$ cat src/verilog/accel_pkg.sv
package accel_pkg;

   // ############################################################
   // widths.
   // ############################################################

   typedef logic [7:0]  addr_t;      // host word address.
   typedef logic [31:0] word_t;
   typedef logic [3:0]  strb_t;
   typedef logic [3:0]  mem_addr_t;  // scratch word index.
   typedef logic [4:0]  len_t;       // window length, 0 to 16.

   // ############################################################
   // address map.
   // ############################################################

   localparam int n_units      = 2;
   localparam int mapped_bit   = 7;  // set for scratch memory space.
   localparam int unit_sel_bit = 4;  // picks the memory inside mapped space.

   localparam addr_t ctrl_addr = 8'd0;
   localparam addr_t cfg_base  = 8'd1;  // unit i sits at cfg_base + i.

   localparam logic op_add = 1'b0;
   localparam logic op_xor = 1'b1;

   // ############################################################
   // structs and state.
   // ############################################################

   // laid out as wdata[9:0]: op, length, start.
   typedef struct packed {
      logic      op;
      len_t      length;
      mem_addr_t start;
   } unit_cfg_t;

   typedef struct packed {
      logic  valid;
      addr_t addr;
      strb_t wstrb;
      word_t wdata;
   } bus_req_t;

   typedef enum logic [1:0] {
      idle,
      busy,
      drain
   } reduce_state_t;

endpackage

$ cat src/verilog/accel_instance.sv
module accel_instance import accel_pkg::*; (
   input  logic  clk,
   input  logic  rst_int,
   input  logic  valid,
   input  addr_t addr,
   input  strb_t wstrb,
   input  word_t wdata,
   output logic  ready,
   output word_t rdata
);

   bus_req_t                  req;
   unit_cfg_t [n_units-1:0]   cfg;
   logic                      run;
   logic                      unit_rst;
   word_t [n_units-1:0]       result;
   word_t [n_units-1:0]       rd_data;
   word_t [n_units-1:0]       mem_rdata;
   mem_addr_t [n_units-1:0]   rd_addr;
   logic [n_units-1:0]        unit_done;
   logic [n_units-1:0]        mem_ready;

   assign req = '{valid: valid, addr: addr, wstrb: wstrb, wdata: wdata};

   accel_regs regs_i (
      .clk       (clk),
      .rst_int   (rst_int),
      .req       (req),
      .result    (result),
      .unit_done (unit_done),
      .mem_ready (mem_ready),
      .mem_rdata (mem_rdata),
      .cfg       (cfg),
      .run       (run),
      .unit_rst  (unit_rst),
      .ready     (ready),
      .rdata     (rdata)
   );

   // one scratch memory and one reduce unit per slot.
   for (genvar i = 0; i < n_units; i++) begin : g_unit
      scratch_mem #(
         .unit_index (i)
      ) mem_i (
         .clk       (clk),
         .rst_int   (rst_int),
         .req       (req),
         .rd_addr   (rd_addr[i]),
         .rd_data   (rd_data[i]),
         .mem_ready (mem_ready[i]),
         .mem_rdata (mem_rdata[i])
      );

      reduce_unit unit_i (
         .clk      (clk),
         .unit_rst (unit_rst),
         .run      (run),
         .cfg      (cfg[i]),
         .rd_data  (rd_data[i]),
         .rd_addr  (rd_addr[i]),
         .result   (result[i]),
         .done     (unit_done[i])
      );
   end

endmodule

$ cat src/verilog/accel_regs.sv
module accel_regs import accel_pkg::*; (
   input  logic                    clk,
   input  logic                    rst_int,
   input  bus_req_t                req,
   input  word_t [n_units-1:0]     result,
   input  logic [n_units-1:0]      unit_done,
   input  logic [n_units-1:0]      mem_ready,
   input  word_t [n_units-1:0]     mem_rdata,
   output unit_cfg_t [n_units-1:0] cfg,
   output logic                    run,
   output logic                    unit_rst,
   output logic                    ready,
   output word_t                   rdata
);

   logic  we;
   logic  reg_sel;
   logic  ctrl_sel;
   logic  done;
   logic  soft_reset;
   logic  reg_ready;
   word_t reg_rdata;
   word_t state_read;
   word_t mem_or;

   assign we       = |req.wstrb;
   assign reg_sel  = req.valid && !req.addr[mapped_bit];
   assign ctrl_sel = reg_sel && (req.addr == ctrl_addr);
   assign done     = &unit_done;                // all units idle.
   assign unit_rst = rst_int | soft_reset;

   // per-unit result for the addressed state word.
   always_comb begin
      state_read = '0;
      for (int i = 0; i < n_units; i++) begin
         if (req.addr == addr_t'(cfg_base + i)) begin
            state_read = result[i];
         end
      end
   end

   // ############################################################
   // host side, cleared by rst_int alone.
   // ############################################################

   always_ff @(posedge clk or posedge rst_int) begin
      if (rst_int) begin
         soft_reset <= 1'b0;
         reg_ready  <= 1'b0;
         reg_rdata  <= '0;
      end else begin
         reg_ready <= reg_sel;                  // answer one cycle later.
         if (ctrl_sel && we) begin
            soft_reset <= req.wdata[1];
         end
         if (reg_sel) begin
            reg_rdata <= ctrl_sel ? word_t'(done) : state_read;
         end
      end
   end

   // ############################################################
   // unit side, also cleared by the soft reset.
   // ############################################################

   always_ff @(posedge clk or posedge unit_rst) begin
      if (unit_rst) begin
         run <= 1'b0;
         cfg <= '0;
      end else begin
         run <= ctrl_sel && we && req.wdata[0];  // single-cycle pulse.
         for (int i = 0; i < n_units; i++) begin
            if (reg_sel && we && (req.addr == addr_t'(cfg_base + i))) begin
               cfg[i] <= unit_cfg_t'(req.wdata[9:0]);
            end
         end
      end
   end

   // memories drive zero when they are not answering.
   always_comb begin
      mem_or = '0;
      for (int i = 0; i < n_units; i++) begin
         mem_or = mem_or | mem_rdata[i];
      end
   end

   assign ready = reg_ready | (|mem_ready);
   assign rdata = reg_ready ? reg_rdata : mem_or;

endmodule

$ cat src/verilog/reduce_unit.sv
module reduce_unit import accel_pkg::*; (
   input  logic      clk,
   input  logic      unit_rst,
   input  logic      run,
   input  unit_cfg_t cfg,
   input  word_t     rd_data,
   output mem_addr_t rd_addr,
   output word_t     result,
   output logic      done
);

   reduce_state_t state;
   len_t          remaining;
   logic          pending;   // rd_data holds a word of the window.
   logic          op_q;
   word_t         acc;
   word_t         acc_next;

   always_comb begin
      acc_next = acc;
      if (pending) begin
         case (op_q)
            op_add:  acc_next = acc + rd_data;
            op_xor:  acc_next = acc ^ rd_data;
            default: acc_next = acc;
         endcase
      end
   end

   // done drops in the run cycle itself.
   assign done = (state == idle) && !run;

   always_ff @(posedge clk or posedge unit_rst) begin
      if (unit_rst) begin
         state     <= idle;
         remaining <= '0;
         pending   <= 1'b0;
         rd_addr   <= '0;
         result    <= '0;
      end else begin
         pending <= (state == busy);
         case (state)
            idle: begin
               if (run) begin
                  if (cfg.length == '0) begin
                     result <= '0;             // empty window.
                  end else begin
                     state     <= busy;
                     rd_addr   <= cfg.start;
                     remaining <= cfg.length;
                  end
               end
            end
            busy: begin
               rd_addr   <= rd_addr + 1'b1;   // wraps modulo 16.
               remaining <= remaining - 1'b1;
               if (remaining == len_t'(1)) begin
                  state <= drain;
               end
            end
            drain: begin
               state  <= idle;
               result <= acc_next;            // last word folds in here.
            end
            default: state <= idle;
         endcase
      end
   end

   always_ff @(posedge clk) begin
      if ((state == idle) && run) begin
         acc  <= '0;
         op_q <= cfg.op;
      end else begin
         acc <= acc_next;
      end
   end

endmodule

$ cat src/verilog/scratch_mem.sv
module scratch_mem import accel_pkg::*; #(
   parameter int unit_index = 0
) (
   input  logic      clk,
   input  logic      rst_int,
   input  bus_req_t  req,
   input  mem_addr_t rd_addr,
   output word_t     rd_data,
   output logic      mem_ready,
   output word_t     mem_rdata
);

   word_t     mem [16];
   logic      sel;
   mem_addr_t host_addr;

   assign sel = req.valid && req.addr[mapped_bit] &&
                (req.addr[unit_sel_bit] == 1'(unit_index));
   assign host_addr = req.addr[3:0];

   // byte-strobed host writes.
   always_ff @(posedge clk) begin
      if (sel) begin
         for (int b = 0; b < 4; b++) begin
            if (req.wstrb[b]) begin
               mem[host_addr][8*b +: 8] <= req.wdata[8*b +: 8];
            end
         end
      end
   end

   always_ff @(posedge clk or posedge rst_int) begin
      if (rst_int) begin
         mem_ready <= 1'b0;
         mem_rdata <= '0;
         rd_data   <= '0;
      end else begin
         mem_ready <= sel;
         mem_rdata <= sel ? mem[host_addr] : '0;  // zero when idle.
         rd_data   <= mem[rd_addr];               // unit port.
      end
   end

endmodule

$ cat config.mk
export PLATFORM = sky130hd
export DESIGN_NAME = accel_instance
export DESIGN_NICKNAME = d
export VERILOG_FILES = /design/src/verilog/accel_pkg.sv /design/src/verilog/accel_instance.sv /design/src/verilog/accel_regs.sv /design/src/verilog/reduce_unit.sv /design/src/verilog/scratch_mem.sv
export SDC_FILE = /design/constraint.sdc
export NUM_CORES = 2
export LEC_CHECK = 0
export ABC_AREA = 0
export BUFFER_PORTS_ARGS = -buffer_cell sky130_fd_sc_hd__buf_2
export CAP_MARGIN = 20
export CORE_UTILIZATION = 65
export CTS_BUF_LIST = sky130_fd_sc_hd__clkbuf_4 sky130_fd_sc_hd__clkbuf_8
export CTS_CLUSTER_SIZE = 30
export DETAILED_ROUTE_END_ITERATION = 16
export GPL_ROUTABILITY_DRIVEN = 0
export PLACE_DENSITY = 0.82
export SETUP_SLACK_MARGIN = 0.05
export SLEW_MARGIN = 5
export SYNTH_ARGS = -nofsm -noshare
export SYNTH_HDL_FRONTEND = slang
export SYNTH_SLANG_ARGS = --single-unit
$ cat constraint.sdc
create_clock -name clk -period 9.43 [get_ports clk]
set_input_delay 0.4715 -clock clk [delete_from_list [all_inputs] [get_ports clk]]
set_output_delay 0.4715 -clock clk [all_outputs]
set_load 0.02 [all_outputs]
======== Word-level counts from Yosys, hierarchy flattened ========
Memories as Yosys holds them, arrays and structs flattened. A register that Yosys moved wholly into a read port is not among the register bits.
Cells that the tools add are included.
cells by class
  multiplexer cells ....................... 56
  add/subtract/negate cells ............... 6
  reductions and logical operators ........ 34
  bitwise gates (word level) .............. 8
  eq/ne operators ......................... 16
operators with widths
  kind                 number
  $mux 32              12
  $pmux 32 s2          4
  $add 32x32->32       2
  $xor 32x32->32       2
  $or 32x32->32        1
  $mux 1               20
  $mux 5               4
  $pmux 5 s2           2
  $reduce_and 3->1     6
  $mux 4               4
  $pmux 4 s2           2
  $logic_and 1x1->1    14
  $mux 2               6
  $ne 2x2->1 const B   6
  $eq 5x1->1 const B   2
  $logic_not 5->1      2
  $sub 5x1->5 const B  2
  $add 4x1->4 const B  2
  $eq 8x1->1 const B   1
  $eq 8x2->1 const B   1
  $logic_not 8->1      1
  $pmux 2 s2           2
  $reduce_bool 2->1    4
  $eq 2x1->1 const B   2
  other kinds (9)      16
storage, ports and cells
  output and inout bits ................... 33
  bits in registers ....................... 275
  bits in writable memories ............... 1,024
  bits of input ports ..................... 47
  memories kept ........................... 2
  logic and storage cells ................. 150
memories
  name                 words  bits a word  rd ports  clocked after memory_dff  wr ports  RTL line           text
  g_unit[0].mem_i.mem  16     32           2         1                         1         scratch_mem.sv:13  word_t mem [16];
  g_unit[1].mem_i.mem  16     32           2         1                         1         scratch_mem.sv:13

======== Logic depth before layout (Yosys ltp) ========
  depth after elaboration ................. 5
  depth in mapped cells ................... 11
  mapped depth without buffers ............ 11

======== Hierarchy ========
Synthesis repeated with hierarchy kept, for this count alone.
unflattened totals
  cells, all modules ...................... 4,090
  area total of the unflattened synthesis .. 63,146.8 µm²
modules (own cells, without submodules)
  module                          area an instance (µm²)  cells each  times used  seq. area each (µm²)
  scratch_mem (g_unit[0].mem_i)   25,136.6                1,293       1           17,001.3
  scratch_mem (g_unit[1].mem_i)   25,132.9                1,293       1           17,001.3
  reduce_unit (g_unit[1].unit_i)  5,032.3                 602         1           1,771.7
  reduce_unit (g_unit[0].unit_i)  4,967.3                 587         1           1,771.7
  accel_regs                      2,877.8                 315         1           1,376.3

======== Worst setup path before layout ========
Ideal clock, no wire load.
  path kind ............................... flip-flop to flip-flop
  start ................................... register g_unit[1].mem_i.rd_data[0], read port of g_unit[1].mem_i.mem
  end ..................................... register g_unit[1].unit_i.result[28]
  setup time .............................. 0.133 ns
  cell stages (with the launch flop) ...... 12
  arrival ................................. 2.506 ns
  path buffers ............................ 0
  period minus slack after synthesis ...... 2.639 ns
  path slack .............................. 6.791 ns
  required time ........................... 9.297 ns
  cell sequence ........................... dfrtp_1 -> ha_1 -> fa_1 -> a21o_1 -> a221oi_2 -> a221o_1 -> o32ai_4 -> a32o_1 -> a22oi_1 -> xnor2_1 -> mux2i_1 -> o21ai_0
on the way
  longest elaborated chain between the ends .. 4
ends and longest elaborated chain
  what                  RTL line           text
  start, declared       scratch_mem.sv:8   output word_t rd_data,
  $add 32x32->32        reduce_unit.sv:23  op_add: acc_next = acc + rd_data;
  $pmux 32 s2           reduce_unit.sv:22  case (op_q)
  $mux 32               reduce_unit.sv:21  if (pending) begin
  $pmux 32 s2           reduce_unit.sv:42  case (state)
  end signal, assigned  reduce_unit.sv:63  result <= acc_next;
  end, declared         reduce_unit.sv:8   output word_t result,
No other way between the ends.
A chain may end at the register's enable or synchronous reset.

==> results.py <==
metrics = {
    "sta": {
        "layout_setup_ws_ps": 5618,
        "fmax_mhz": 262.3,
        "post-route-period-util_pct": 40.43,
        "skew_ps": 50.32,
        "finalHoldViolations": 0,
        "min_period_ps": 3812,
        "fin_setup_tns_ps": 0,
        "tightest_slew_ps": 1346,
        "drv_slew": 0,
        "rsz0062_at_grt": "no",
        "finalSetupViolCount": 0,
        "slew_headroom_pct": 10.05,
        "whs_ps": 62.64,
    },
    "cells_and_area": {
        "final_nets": 4331,
        "drive_gt1_share_pct": 24.70,
        "final_cell_area_um2": 69470,
        "fin_cells": 5669,
        "area_growth_pct": 9.960,
        "final_util_pct": 72.68,
    },
    "yosys": {
        "ys_seq_elements": 1363,
        "yosys_warnings": 0,
        "syn_area_per_cell_um2": 15.26,
        "synth_cell_type_count": 73,
        "ys_seq_area_share_pct": 61.61,
        "synthFlopType": "edfxtp_1",
        "synthTopCellsByArea": "edfxtp_1, mux4_2, dfrtp_1",
        "syn_area_um2": 63170,
        "syn_nets": 4257,
        "async_reset_ff_share_pct": 20.03,
        "synth_top_area_share_pct": 48.77,
        "synth-edff-count": 1026,
        "yosys.area.top_type": "edfxtp_1",
        "syn_inst": 4140,
    },
    "grt": {
        "grt_pass1_wl_um": 256500,
        "grt_usage_pct": 36.15,
        "antenna_found_initial": 10,
        "grt_pass1_vias": 40115,
        "grt_overflow": 0,
        "grt_max_degree": 119,
    },
    "floorplan": {
        "dieArea_um2": 98440,
        "io_pins": 80,
        "die_w_um": 313.8,
        "start_util_pct": 66.10,
        "num_rows": 113,
        "die_h_um": 313.8,
        "core_area_um2": 95580,
    },
    "critical_path": {
        "cp_max_fo": 110,
        "startpoint": "g_unit[0].unit_i.rd_addr[0]",
        "critical_path_arrival_ps": 4610,
        "cp.required_ps": 10220,
        "reg2reg_depth": 7,
        "worstSetupStartpointType": "flop",
        "path_class": "reg -> reg",
        "path_cells": "buf_12 > buf_4 > mux2_2 > o21ai_0 > a21oi_1 > a22oi_1 > nand2_1",
        "critPathSlowestCell": "buf_4",
        "critPathCaptureType": "flop",
        "reg2reg_from": "g_unit[0].unit_i.rd_addr[0]",
        "max_stage_delay_ps": 940,
    },
    "route": {
        "wl_met2_um": 80270,
        "firstDrtPassIters": 9,
        "antenna_left": 0,
        "vias": 40470,
        "wl_met3_um": 24260,
        "first_iter_violations": 5816,
        "top_layer_used": "met5",
        "drt-total-wl_um": 175700,
        "avgRoutedWirePerCell_um": 30.99,
        "drc": 0,
        "wl_met1_um": 61430,
        "vias_per_cell": 7.139,
    },
    "pwr": {
        "irDropWorstVdd_uv": 124.8,
        "clkPwrFrac_pct": 40.5,
        "p_comb_share_pct": 8.8,
        "p_per_area_nw_per_um2": 188.8,
        "p_leak_nw": 23.67,
        "p_int_mw": 9.989,
        "p_sw_share_pct": 23.85,
        "finalPower_mw": 13.12,
        "power.switching_mw": 3.129,
        "seqPwrFrac_pct": 50.6,
    },
    "worst_hold_path": {
        "worstHoldPathType": "in -> reg",
        "min_from": "wdata[26]",
        "hold_depth": 1,
    },
    "placed_design": {
        "dp_hpwl_um": 107500,
        "dpl.cell_count": 5254,
        "port_buffers": 79,
        "post-place-ws_ps": 5286,
        "place_area_um2": 64630,
    },
    "clock_network": {
        "cts.reportedPaths.clkPinSlew_ps": 70,
        "cts_tree": "yes",
        "cts_resized": 0,
        "insertion_delay_ps": 930,
        "ctsHoldBuffers": 1,
        "post-cts-setup-buffers": 0,
        "ctsRootBufferMaster": "clkbuf_8",
        "clk_path_buf_depth": 3,
        "cts-htree-levels": 4,
        "cts_num_sinks": 1363,
        "cts_buffers": 208,
    },
    "run": {
        "drv_cap": 0,
    },
    "run_status": {
        "status": "finished, final reports clean",
    },
}
## power groups by stage
stage               sequential, mW  clock, mW  combinational, mW
detailed placement            6.76          0               1.13
global route                  6.65       5.58               1.23
floorplan                     6.70          0              0.830
finish                        6.64       5.32               1.16
CTS                           6.64       5.33               1.14
global placement              6.76          0               1.11
## final cells by class
class                           instances  area [um2]
Multi-Input combinational cell       2465       23110
Sequential cell                      1363       38940
Clock inverter                         85       749.5
Antenna cell                            4       10.01
Inverter                               30       117.6
Clock buffer                          311        3880
Fill cell                            5811       26110
Timing Repair Buffer                  146        1072
Tap cell                             1265        1583
## worst paths after layout
kind	endpoint	slack, ps
min in group asynchronous	regs_i.reg_rdata[0]	210
setup reg to reg	g_unit[0].mem_i.rd_data[18]	5620
hold reg to reg	g_unit[1].unit_i.op_q	460
max in group asynchronous	g_unit[1].unit_i.rd_addr[0]	7420
setup / recovery	g_unit[0].mem_i.rd_data[18]	5620
hold / removal	g_unit[1].mem_i.mem[13][26]	60
## critical path, delay by kind of cell (launching register included)
family	cells	cell delay [ps]
AOI/OAI and AO/OA	3	560
buffers and inverters	2	1570
DFF	1	790
muxes	1	420
and+or+nand+nor	1	100
## layout by cell type, fill, tap and decap left out, types with 7 or more instances in the layout
cell / n
edfxtp_1: 1026
mux4_2: 448
nor2_1: 332
o21ai_0: 267
dfrtp_1: 264
clkbuf_8: 247
nand2_1: 242
mux2i_1: 217
a21oi_1: 203
a22oi_1: 101
mux2_2: 84
and2_1: 76
buf_2: 75
ha_1: 68
a221oi_1: 66
clkbuf_4: 64
dfxtp_1: 64
buf_4: 48
clkinv_2: 34
xnor2_1: 33
clkinv_1: 32
nor2b_1: 29
nand3_1: 28
inv_1: 24
nor3_1: 23
a21o_1: 22
a22o_1: 18
nand4_1: 16
xor2_1: 15
o21bai_1: 14
buf_6: 13
o31ai_1: 11
bufinv_16: 11
or2_2: 10
o21a_1: 10
a31oi_1: 10
or3_1: 9
a211oi_1: 8
nand2b_1: 8
and3_1: 7
## routing by layer
| layer | vias to the layer above | global-route usage, % |
|---|---|---|
| met5 | - | 0 |
| met4 | 2 | 18.81 |
| met3 | 624 | 10.61 |
| met2 | 3165 | 54.08 |
| met1 | 20068 | 48.70 |
| li1 | 16611 | - |
## synth_stat cells (all sizes together), types with 4 or more instances
| cell | number |
|---|---|
| nor2b | 32 |
| o21bai | 14 |
| clkinv | 5 |
| o31ai | 12 |
| nor3 | 23 |
| dfxtp | 64 |
| o41ai | 4 |
| mux2 | 84 |
| a221oi | 67 |
| nand2b | 8 |
| edfxtp | 1026 |
| o21a | 10 |
| a21oi | 203 |
| buf | 66 |
| dfrtp | 273 |
| nand3 | 28 |
| nand2 | 243 |
| a32o | 4 |
| a221o | 6 |
| or2 | 10 |
| mux2i | 217 |
| and2 | 78 |
| o21ai | 268 |
| mux4 | 448 |
| nor4 | 6 |
| nand4 | 16 |
| a31oi | 12 |
| a311oi | 4 |
| xnor2 | 33 |
| a22oi | 101 |
| a211oi | 8 |
| xor2 | 15 |
| o211ai | 5 |
| inv | 25 |
| and3 | 8 |
| a32oi | 4 |
| a21o | 22 |
| or3 | 9 |
| ha | 68 |
| a22o | 18 |
| nor2 | 336 |
| clkbuf | 216 |
## kinds of logic (layout without fill, tap and decap cells)
kind of cell             after synthesis  after routing  synth area share, %
flip-flops                          1363           1363                61.61
AND/OR/NAND/NOR                      808            808                5.645
AO/OA/AOI/OAI                        790            790                7.869
multiplexers                         749            749                20.91
buffers and inverters                312            572                1.893
adder cells (fa/ha/maj)               70             70                1.410
XOR/XNOR                              48             48               0.6655
other                                  0              4                    0
## registers in the layout (all words and copies together) (netlist names), 10 cells and up
| name | count |
|---|---|
| regs_i.reg_rdata | 32 |
| g_unit.unit_i.result | 64 |
| g_unit.unit_i.acc | 64 |
| g_unit.mem_i.mem_rdata | 64 |
| g_unit.mem_i.rd_data | 64 |
| g_unit.unit_i.remaining | 10 |
| regs_i.cfg | 20 |
| g_unit.mem_i.mem | 1024 |
Power figures use the tool's default switching activity.
